===== src/hdl/bp_pkg.sv =====
/*
 * shared types for the branch target buffer: pc type, 2-bit direction counter,
 * btb entry layout and the table reset constants
 */
package bp_pkg;

  typedef logic [31:0] pc_t;  // instruction address

  // two-bit direction counter, msb is the predict-taken bit
  typedef enum logic [1:0] {
    CTR_SNT = 2'b00,  // strongly not taken
    CTR_WNT = 2'b01,  // weakly not taken
    CTR_WT  = 2'b10,  // weakly taken
    CTR_ST  = 2'b11   // strongly taken
  } ctr_t;

  // one direct-mapped btb slot, 65 bits
  typedef struct packed {
    logic valid;   // slot holds a branch
    pc_t  src_pc;  // full source pc kept as tag
    pc_t  target;  // last taken target
  } btb_entry_t;

  // values every slot takes on reset
  localparam btb_entry_t ENTRY_RESET = '0;       // invalid, zero tag and target
  localparam ctr_t       CTR_RESET   = CTR_SNT;  // cold slots predict not taken

endpackage


===== src/hdl/bp_next_pc.sv =====
/*
 * output register stage, picks the btb target or pc plus four
 */
`timescale 1ns/1ns

module bp_next_pc (
  input  logic        clk,
  input  logic        rst_n,
  input  logic        look_valid,
  input  bp_pkg::pc_t look_pc,
  input  logic        look_hit,
  input  bp_pkg::pc_t look_target,
  output logic        pred_valid,
  output logic        pred_hit,
  output bp_pkg::pc_t pred_next_pc
);
  import bp_pkg::*;

  pc_t next_pc;  // chosen address for this lookup

  assign next_pc = look_hit ? look_target : look_pc + 32'd4;  // sequential fallback

  always_ff @(posedge clk or negedge rst_n) begin
    if (!rst_n) begin
      pred_valid <= 1'b0;
      pred_hit   <= 1'b0;
    end else begin
      pred_valid <= look_valid;
      pred_hit   <= look_hit;  // core qualifies hit with its own valid
    end
  end

  always_ff @(posedge clk) begin
    if (look_valid) pred_next_pc <= next_pc;  // held between lookups
  end

  a_hit_implies_valid: assert property (@(posedge clk) disable iff (!rst_n)
    pred_hit |-> pred_valid);

endmodule


===== config.mk =====
export PLATFORM = sky130hd
export DESIGN_NAME = bp_next_pc
export DESIGN_NICKNAME = d
export VERILOG_FILES = /design/src/hdl/bp_pkg.sv /design/src/hdl/bp_next_pc.sv
export SDC_FILE = /design/constraint.sdc
export NUM_CORES = 1
export LEC_CHECK = 0
export ABC_AREA = 1
export BUFFER_PORTS_ARGS = -buffer_cell sky130_fd_sc_hd__clkbuf_2
export CELL_PAD_IN_SITES_DETAIL_PLACEMENT = 0
export CELL_PAD_IN_SITES_GLOBAL_PLACEMENT = 1
export CORE_MARGIN = 1.5
export CORE_UTILIZATION = 35
export CTS_BUF_LIST = sky130_fd_sc_hd__clkbuf_16
export CTS_CLUSTER_SIZE = 16
export DETAILED_ROUTE_END_ITERATION = 8
export GPL_ROUTABILITY_DRIVEN = 0
export MAX_ROUTING_LAYER = met4
export PLACE_DENSITY_LB_ADDON = 0.1
export SLEW_MARGIN = 20
export SYNTH_ARGS = -nofsm -noshare
export SYNTH_HDL_FRONTEND = slang
export SYNTH_SLANG_ARGS = --single-unit

===== constraint.sdc =====
create_clock -name clk -period 0.8 [get_ports clk]
set_input_delay 0.12 -clock clk [delete_from_list [all_inputs] [get_ports clk]]
set_output_delay 0.12 -clock clk [all_outputs]
set_load 0.02 [all_outputs]

=== Word level (Yosys, flattened, before mapping) ===
Index checks and enable logic that the tools add are counted.

* Flip-flop bits (word level): 34
* Input bits: 68
* Word-level logic and storage cells: 5

* Add/subtract/negate cells: 1
* Multiplexer cells: 1

{| class="wikitable"
|+ Operator list
! operator !! number
|-
| $add A32 B3 Y32 const B || 1
|-
| $mux W32 || 1
|}

=== Longest topological paths before layout ===
* Word-level depth: 2
* Gate-level depth with buffers: 9
* Mapped depth without buffers: 9

=== Least setup slack after synthesis ===
Ideal clock, no wire load.

* Kind: input to register
* Start point: in look_pc[2]
* End point: reg pred_next_pc[14], data pin
* Setup time: 253 ps
* Arrival time: 968 ps
* Required time: 547 ps
* Slack: -422 ps
* Cell stages on the path: 8
* Path buffers: 0
* Cells stage by stage: ha_1 -> nand2_2 -> nor2_4 -> nand2_4 -> nor2_2 -> or2_2 -> nand3_1 -> nand2_1

* Word-level cells in the longest chain between the ends: 2

{| class="wikitable"
|+ Ends and longest elaborated chain
! element !! RTL line !! source
|-
| start, declared || bp_next_pc.sv:10 || <nowiki>input bp_pkg::pc_t look_pc,</nowiki>
|-
| $add A32 B3 Y32 || bp_next_pc.sv:21 || <nowiki>assign next_pc = look_hit ? look_target : look_pc + 32'd4;</nowiki>
|-
| $mux W32 || bp_next_pc.sv:21 ||
|-
| via next_pc[14] || bp_next_pc.sv:19 || <nowiki>pc_t next_pc;</nowiki>
|-
| end signal, assigned || bp_next_pc.sv:34 || <nowiki>if (look_valid) pred_next_pc <= next_pc;</nowiki>
|-
| end, declared || bp_next_pc.sv:15 || <nowiki>output bp_pkg::pc_t pred_next_pc</nowiki>
|}

The timed path passes the listed nets, and every way through them passes these cells.
A chain may end at the register's enable or synchronous reset.

=== Worst setup path in the final report ===
* Start point: in look_pc[3]
* End point: reg pred_next_pc[14], data pin

The elaborated chain is that of the path after synthesis.

==> results.cfg <==
[route]
dr.pass1.iters = 4
route.detailed.wl_per_inst_um = 12.7
via_per_inst = 4.58
first_iter_violations = 101
antenna_left = 0
drc = 0
wl_mm = 6.69
num_vias = 2416

[clock_tree]
cts.sinks = 34
clk_pin_slew_ps = 60
cts_root_buf = clkbuf_16
clockBufferDepth = 2
h-tree-depth = 2
numCtsBuffers = 5
cts_tree = yes

[layout]
num_antenna_cells = 0
fillers = 557
area_growth_pct = 71.8
final_cell_mix = nand2_1, clkbuf_2, buf_4
drive_above_1_share = 0.497
multi_input_area_mm2 = 0.00144
nNetsFinal = 521
final_common_cell = nand2_1
seqCellArea_mm2 = 0.00101

[setup_path]
crit_arrival_ps = 1040
path_cells = buf_8 > ha_4 > nand2_4 > nor2_4 > nand2_4 > nor2_4 > or2_4 > nand3_4 > nand2_1
path_delay_family = simple AND/OR/NAND/NOR gates
start_kind = input port
crit_path_max_fanout = 4
critPathKind = input port to register
cpMaxStageDelayCell = or2_4
crit_path_end_kind = register
worstPathRequired_ps = 830
cpPeakStageDelay_ps = 240
crit_buf_inv = 1

[floorplan]
dieArea_mm2 = 0.00684
die_w_um = 82.7
num_rows = 28
core_mm2 = 0.00603
fp.dieH_um = 82.7
start_util = 0.369
io_pins = 102

[grt]
first_global_vias = 2245
antenna_found_initial = 0
grt_pass1_wl_mm = 10.1
grt.overflow.total = 0
grt_usage = 0.204
grt_max_degree = 24

[status]
violations = setup timing
status = finished with violations

[yosys]
synth_nets = 379
seq_area_frac_synth = 0.455
syn-instance-count = 310
yosys.area.top_type = edfxtp_1
netlist_area_mm2 = 0.00222
synth_top_cell_area_share = 0.432
synth.avg_cell_area_um2 = 7.17
synth-seq-cells = 34
synthTopCellsByArea = edfxtp_1, nand2_1, nand3_1, nor2_1, inv_1
synth_cell_types = 21
synth.yosys.warnings = 0

[sta]
setup_tns_ps = -7840
max_freq_mhz = 992
slew_headroom = 0.868
drv_slew = 0
finalCriticalPeriod_ps = 1010
min_period_over_period = 1.26
setup_viol = 60
rsz0062_at_grt = yes
worstMarginPinSlew_ps = 198
setup_slack_ps = -208
hold_viol = 0

[power]
fin_total_pwr_uw = 5490
p_leak_uw = 0.00179
vdd_drop_max_uv = 815
power.density_mw_per_mm2 = 1440

[place]
io_buffers = 101
dp_hpwl_mm = 5.24

[min_path]
hp-class = input port to register

[run]
drv_cap = 0
## synth_stat cells
master and number:
nand2_4 1, nand2_1 136, and2_1 3, edfxtp_1 32, dfrtp_1 2, or2_0 1, xor2_1 3, nand3_1 30
nand2_2 4, buf_2 2, nor2_2 3, a21oi_1 4, nor2_4 7, a31oi_1 1, inv_2 1, clkbuf_1 5
nor2_1 40, ha_1 1, or2_2 2, inv_1 23, o21ai_0 9
## cell families (layout without fill, tap and decap cells)
group,after synthesis,count (layout),share of synthesized area
and+or+nand+nor,227,227,0.442
buffers and inverters,31,174,0.0535
DFF,34,34,0.455
xor gates and xnor gates,3,3,0.0118
adders and majority gates,1,1,0.00563
AOI/OAI and AO/OA,14,14,0.0321
## worst min-delay path, cell delays in order
cell and delay, ps:
clkbuf_2 70, nand2_1 40, nand2_1 40
## per-stage QoR
stage / setup WS (ps) / cell area, µm² / hold WS [ps] / utilization / instances
2_1_floorplan: -326 / 2470 / -176 / - / 310
3_3_place_gp: -562 / 3360 / -93.7 / 0.557 / 518
3_5_place_dp: -573 / 3360 / -91.4 / 0.557 / 518
4_1_cts: -248 / 3570 / 101 / 0.593 / 528
5_1_grt: -300 / 3820 / 115 / 0.634 / 528
6_report: -208 / 3820 / 106 / 0.634 / 528
## sequential cells by signal, indices dropped and copies added, names as in the netlist
signal and flops:
pred_next_pc 32, pred_valid 1, pred_hit 1
## path summary, 6_finish.rpt
check | slack [ps] | depth (start not counted) | end | from
min in group asynchronous | 160 | 2 | pred_valid | rst_n
max | -210 | 9 | pred_next_pc[14] | look_pc[3]
min | 110 | 3 | pred_next_pc[26] | look_target[26]
max in group asynchronous | 550 | 2 | pred_hit | rst_n
## layer usage
metal,track usage,routed length (µm),vias up
met5,-,0,-
met4,0.0400,53,0
met3,0.0275,354,7
met2,0.334,3220,69
met1,0.269,3060,1075
li1,-,-,1265
## area by class of cell
cell class                      instances  area share
Timing Repair Buffer                  142       0.272
Sequential cell                        34       0.265
Multi-Input combinational cell        245       0.377
Clock buffer                            5      0.0328
Tap cell                               75      0.0246
Clock inverter                          3     0.00426
Inverter                               24      0.0242
## repair_timing
item / 4_1_cts / 5_1_grt
pin swaps: 14 / 12
resized for setup: 14 / 113
endpoints found under the hold margin: 2 / 0
hold buffers: 1 / 0
endpoints found under the setup margin: 60 / 60
setup buffers: 1 / 0
## power by group
part / total (µW) / leakage (µW) / internal, µW / switching (µW)
combinational: 1420 / 0.00139 / 661 / 755
clock: 1870 / 0.0000672 / 1140 / 736
sequential: 2200 / 0.000335 / 2140 / 58.2
total: 5490 / 0.00179 / 3940 / 1550
Note: power is estimated with default switching activity, not from simulation.
