### src/hdl/bp_pkg.sv
/*
 * shared types for the branch target buffer: pc type, 2-bit direction counter,
 * btb entry layout and the table reset constants
 */
package bp_pkg;

  typedef logic [31:0] pc_t;  // instruction address

  // two-bit direction counter, msb is the predict-taken bit
  typedef enum logic [1:0] {
    CTR_SNT = 2'b00,  // strongly not taken
    CTR_WNT = 2'b01,  // weakly not taken
    CTR_WT  = 2'b10,  // weakly taken
    CTR_ST  = 2'b11   // strongly taken
  } ctr_t;

  // one direct-mapped btb slot, 65 bits
  typedef struct packed {
    logic valid;   // slot holds a branch
    pc_t  src_pc;  // full source pc kept as tag
    pc_t  target;  // last taken target
  } btb_entry_t;

  // values every slot takes on reset
  localparam btb_entry_t ENTRY_RESET = '0;       // invalid, zero tag and target
  localparam ctr_t       CTR_RESET   = CTR_SNT;  // cold slots predict not taken

endpackage

### src/hdl/bp_update_slave.sv
/*
 * wishbone classic slave for resolved branches, write cycles become
 * one-cycle update requests and read cycles are answered with err
 */
`timescale 1ns/1ns

module bp_update_slave (
  input  logic        clk,
  input  logic        rst_n,
  input  logic        wb_cyc,
  input  logic        wb_stb,
  input  logic        wb_we,
  input  bp_pkg::pc_t wb_adr,      // branch pc
  input  bp_pkg::pc_t wb_dat_i,    // branch target
  input  logic        wb_tgd_i,    // taken outcome
  output logic        wb_ack,
  output logic        wb_err,
  output logic        upd_valid,   // pulses together with ack
  output bp_pkg::pc_t upd_pc,
  output bp_pkg::pc_t upd_target,
  output logic        upd_taken
);
  import bp_pkg::*;

  logic req;           // new bus cycle seen this clock
  logic ack_q;
  logic err_q;
  pc_t  adr_q;         // captured branch pc
  pc_t  dat_q;         // captured target
  logic tgd_q;         // captured outcome

  // the answer cycle blocks a second answer while stb is still held
  assign req = wb_cyc && wb_stb && !ack_q && !err_q;

  always_ff @(posedge clk or negedge rst_n) begin
    if (!rst_n) begin
      ack_q <= 1'b0;
      err_q <= 1'b0;
    end else begin
      ack_q <= req && wb_we;   // write cycle, one update
      err_q <= req && !wb_we;  // reads are not supported
    end
  end

  always_ff @(posedge clk) begin
    if (req && wb_we) begin
      adr_q <= wb_adr;
      dat_q <= wb_dat_i;
      tgd_q <= wb_tgd_i;
    end
  end

  assign wb_ack     = ack_q;
  assign wb_err     = err_q;
  assign upd_valid  = ack_q;  // update issued in the ack cycle
  assign upd_pc     = adr_q;
  assign upd_target = dat_q;
  assign upd_taken  = tgd_q;

  a_ack_err_excl: assert property (@(posedge clk) disable iff (!rst_n)
    !(wb_ack && wb_err));

  // an answer always follows a sampled request by exactly one clock
  a_answer_after_req: assert property (@(posedge clk) disable iff (!rst_n)
    (wb_ack || wb_err) |-> $past(wb_cyc && wb_stb));

endmodule

### config.mk
export PLATFORM = sky130hd
export DESIGN_NAME = bp_update_slave
export DESIGN_NICKNAME = d
export VERILOG_FILES = /design/src/hdl/bp_pkg.sv /design/src/hdl/bp_update_slave.sv
export SDC_FILE = /design/constraint.sdc
export NUM_CORES = 1
export LEC_CHECK = 0
export BUFFER_PORTS_ARGS = -buffer_cell sky130_fd_sc_hd__buf_2
export CAP_MARGIN = 25
export CORE_MARGIN = 10
export CORE_UTILIZATION = 30
export DETAILED_ROUTE_END_ITERATION = 10
export GPL_ROUTABILITY_DRIVEN = 0
export PLACE_DENSITY_LB_ADDON = 0.1
export SLEW_MARGIN = 0
export SYNTH_ARGS = -nofsm -noshare
export SYNTH_HDL_FRONTEND = slang
export SYNTH_SLANG_ARGS = --single-unit
### constraint.sdc
create_clock -name clk -period 10.4 [get_ports clk]
set_input_delay 1.04 -clock clk [delete_from_list [all_inputs] [get_ports clk]]
set_output_delay 1.04 -clock clk [all_outputs]
set_load 0.03 [all_outputs]
== After elaboration in Yosys (flattened, before gate mapping) ==
Index checks and enable logic that the tools add are counted.

* Bits in registers: 67
* Latch bits: 0
* Memory bits (writable): 0
* Memory bits (read-only): 0
* Input port bits: 70
* Memories: 0

* Add/sub/neg operators: 0
* Multipliers: 0
* Divide/modulo/power cells: 0
* Magnitude comparators: 0
* Eq/ne operators: 0
* Shift operators: 0
* Mux-type cells: 0
* Bitwise logic cells: 0
* Reductions and logical operators: 8

{| class="wikitable"
|+ Operator list
! cell !! number
|-
| 1-bit logical AND || 5
|-
| 1-bit zero test || 3
|}

== Logic depth before layout (Yosys ltp) ==
* Depth in word-level cells: 4
* Depth in mapped cells: 2
* Depth with buffers taken out: 2

== Least setup slack after synthesis ==
OpenSTA, ideal clock, no wires.

* Path kind: in2reg
* From: input wb_stb
* To: register adr_q[0] (netlist: upd_pc[0]), enable pin
* Library setup time: 478 ps
* Data arrival time: 3701 ps
* Data required time: 9922 ps
* Path slack: 6221 ps
* Stages on the path: 2
* Buffers on the path: 0
* Path through: nand3b_4 > nor3b_2

* Longest elaborated chain between the ends: 4

{| class="wikitable"
|+ Ends and longest elaborated chain
! element !! RTL line !! RTL
|-
| start, declared || bp_update_slave.sv:11 || <nowiki>input logic wb_stb,</nowiki>
|-
| 1-bit logical AND (3 in series) || bp_update_slave.sv:33 || <nowiki>assign req = wb_cyc && wb_stb && !ack_q && !err_q;</nowiki>
|-
| 1-bit logical AND || bp_update_slave.sv:46 || <nowiki>if (req && wb_we) begin</nowiki>
|-
| end signal, assigned || bp_update_slave.sv:47 || <nowiki>adr_q <= wb_adr;</nowiki>
|-
| end, declared || bp_update_slave.sv:28 || <nowiki>pc_t adr_q;</nowiki>
|}

No other way between the ends.
A chain may end at the register's enable or synchronous reset.

== Final worst setup path ==
* From: input wb_stb
* To: register adr_q[28] (netlist: upd_pc[28]), enable pin

Same word-level chain as after synthesis.

==> impl_metrics.env <==
export IMPL_reg2reg_to="upd_pc[28]"
export IMPL_drc_errors=0
export IMPL_setup_viol=0
export IMPL_fin_tns_setup_ps=0
export IMPL_ys_top_cells_by_count="edfxtp_1 (65), dfrtp_1 (2)"
export IMPL_utilization_pct=44.5
export IMPL_ys_types=6
export IMPL_ant_nets=0
export IMPL_final_hold_viol_count=0
export IMPL_crit_buf_inv=2
export IMPL_vdd_ir_drop_max_mv=0.0843
export IMPL_wl_mm=5.27
export IMPL_vias=1235
export IMPL_grt_max_degree=67
export IMPL_area_delta_synth_final_pct=46.0
export IMPL_diodes=0
export IMPL_grt_total_usage_pct=9.76
export IMPL_final_layout_size_suffix_gt1_share_pct=67.7
export IMPL_max_slew_margin_pct=45.3
export IMPL_ys_seq_area_share_pct=97.8
export IMPL_cts_hold_buf=0
export IMPL_firstDrtPassIters=4
export IMPL_clock_latency_ps=330
export IMPL_rsz0062_at_grt="no"
export IMPL_port_buffers=137
export IMPL_reg2reg_depth=3
export IMPL_fmax_mhz=461
export IMPL_tightest_slew_ps=821
export IMPL_synth_largest_area_cell="edfxtp_1"
export IMPL_grt_ovfl_total=0
export IMPL_clk_pin_slew_worst_paths_ps=60
export IMPL_r2r_start="upd_valid"
export IMPL_h_tree_depth=3
export IMPL_syn_num_nets=141
export IMPL_core_area_um2=6720
export IMPL_slowest_stage="buf_4"
export IMPL_critPathArrivalTime_ps=2120
export IMPL_multiInputGateArea_um2=43.8
export IMPL_max_clock_path_buffers=2
export IMPL_top_layer_used="met4"
export IMPL_rows=30
export IMPL_cts_root_buf="clkbuf_8"
export IMPL_critPathTopFamily="buffers and inverters"
export IMPL_status="finished, final reports clean"
export IMPL_synth_avg_cell_area_um2=28.8
export IMPL_io_pins=138
export IMPL_async_flop_share_pct=2.99
export IMPL_post_cts_resize_count=0
export IMPL_die_h_um=103
export IMPL_clock_skew_ps=6.43
export IMPL_endpoint_kind="register"
export IMPL_postCtsSetupBuffers=0
export IMPL_worstPathMaxFanout=66
export IMPL_cp_start_kind="primary input"
export IMPL_synth_seq_cells=67
export IMPL_wl_met2_mm=2.91
export IMPL_synthFlopType="edfxtp_1"
export IMPL_cts_tree="built"
export IMPL_via_per_inst=4.08
export IMPL_synth_edf_count=65
export IMPL_dieArea_um2=10500
export IMPL_synth_area_um2=2050
export IMPL_fillers=625
export IMPL_timing_final_max_slew_violations=0
export IMPL_critPathRequiredTime_ps=10350
export IMPL_cts_buffers_inserted=9
export IMPL_hold_class="primary input to async pin"
export IMPL_initial_core_util_pct=30.5
export IMPL_grt_pass1_wl_mm=7.46
export IMPL_startpoint="wb_stb"
export IMPL_cts_sinks=67
export IMPL_max_stage_delay_ps=660
export IMPL_nNetsFinal=289
export IMPL_drv_cap=0
export IMPL_drt_iter0_markers=34
export IMPL_grt_pass1_vias=1431
export IMPL_setup_worst_path_end="upd_pc[28]"
export IMPL_antenna_found_initial=0
export IMPL_leakage_nw=1.27
export IMPL_ff_latch_area_um2=2000
export IMPL_yosysMostFrequentCell="edfxtp_1"
export IMPL_r2r_slack_ps=8580
export IMPL_fin_crit_ps=2170
export IMPL_post_route_period_util_pct=20.8
export IMPL_drt_wirelength_per_cell_um=17.4
export IMPL_chipWidth_um=103
export IMPL_syn_inst=71
export IMPL_met1_length_mm=1.62
export IMPL_path_cells="buf_2, nand3b_4, nor3b_4, buf_4"
export IMPL_yosysWarningCount=0
export IMPL_synth_top_cell_area_share_pct=95.4
export IMPL_critical_path_class="primary input to register"
export IMPL_route_met3_wl_um=692
export IMPL_cp_depth=4
export IMPL_p_per_area_nw_per_um2=173
export IMPL_synthTopCellsByArea="edfxtp_1 (95%), dfrtp_1 (2.4%), nand3b_4 (0.98%)"
==> worst register-to-register path: stages, from the launching register on <==
cell	delay (ps)
dfrtp_1	380
nand3b_4	170
nor3b_4	180
buf_4	660
==> per-layer routing <==
| layer | global-route usage, % | vias to the layer above |
|---|---|---|
| met5 | 0 | - |
| met4 | 4.23 | 0 |
| met3 | 7.24 | 4 |
| met2 | 16.8 | 67 |
| met1 | 8.29 | 584 |
| li1 | - | 580 |
==> worst min path at each step <==
stage / start / cells after the start / to
floorplan: wb_err / 1 / wb_err
global placement: wb_err / 1 / wb_err
detailed placement: wb_err / 1 / wb_err
CTS: rst_n / 1 / upd_valid
global route: rst_n / 1 / upd_valid
finish: rst_n / 1 / upd_valid
==> through the flow <==
stage	power [mW]	instances	cell area [µm²]	setup slack, ps	hold slack (ps)
floorplan	0.332	71	2050	6220	655
global placement	0.352	288	2840	7960	493
detailed placement	0.353	288	2840	7890	507
CTS	0.524	303	2990	8250	463
global route	0.536	303	2990	8140	463
finish	0.515	303	2990	8230	483
==> sequential cells by signal, indices dropped and copies added (netlist names) <==
| name | count |
|---|---|
| upd_pc | 32 |
| upd_target | 32 |
| upd_taken | 1 |
| upd_valid | 1 |
| wb_err | 1 |
==> final cells by class <==
type / instances / area share, %
Multi-Input combinational cell: 3 / 1.47
Clock inverter: 5 / 0.712
Clock buffer: 10 / 4.27
Sequential cell: 67 / 67.0
Tap cell: 80 / 3.35
Timing Repair Buffer: 138 / 23.2
==> layout by cell type (no fill, tap or decap) <==
cell and instances:
edfxtp_1 65, nor3b_4 1, nand3b_4 1, buf_2 137
clkinv_1 3, clkinv_2 2, nor3_1 1, clkbuf_8 9
buf_4 1, clkbuf_1 1, dfrtp_1 2
==> power breakdown <==
part | switching (mW) | internal (mW) | leakage, nW | total, mW
clock | 0.0868 | 0.0818 | 0.0784 | 0.169
sequential | 0.00173 | 0.305 | 0.622 | 0.307
combinational | 0.0252 | 0.0145 | 0.569 | 0.0397
==> kinds of logic after synthesis <==
| kind of cell | after synthesis | synth area share, % |
|---|---|---|
| buffers and inverters | 1 | 0.367 |
| DFF | 67 | 97.8 |
| and+or+nand+nor | 3 | 1.83 |
Note: power is estimated with default switching activity, not from simulation.
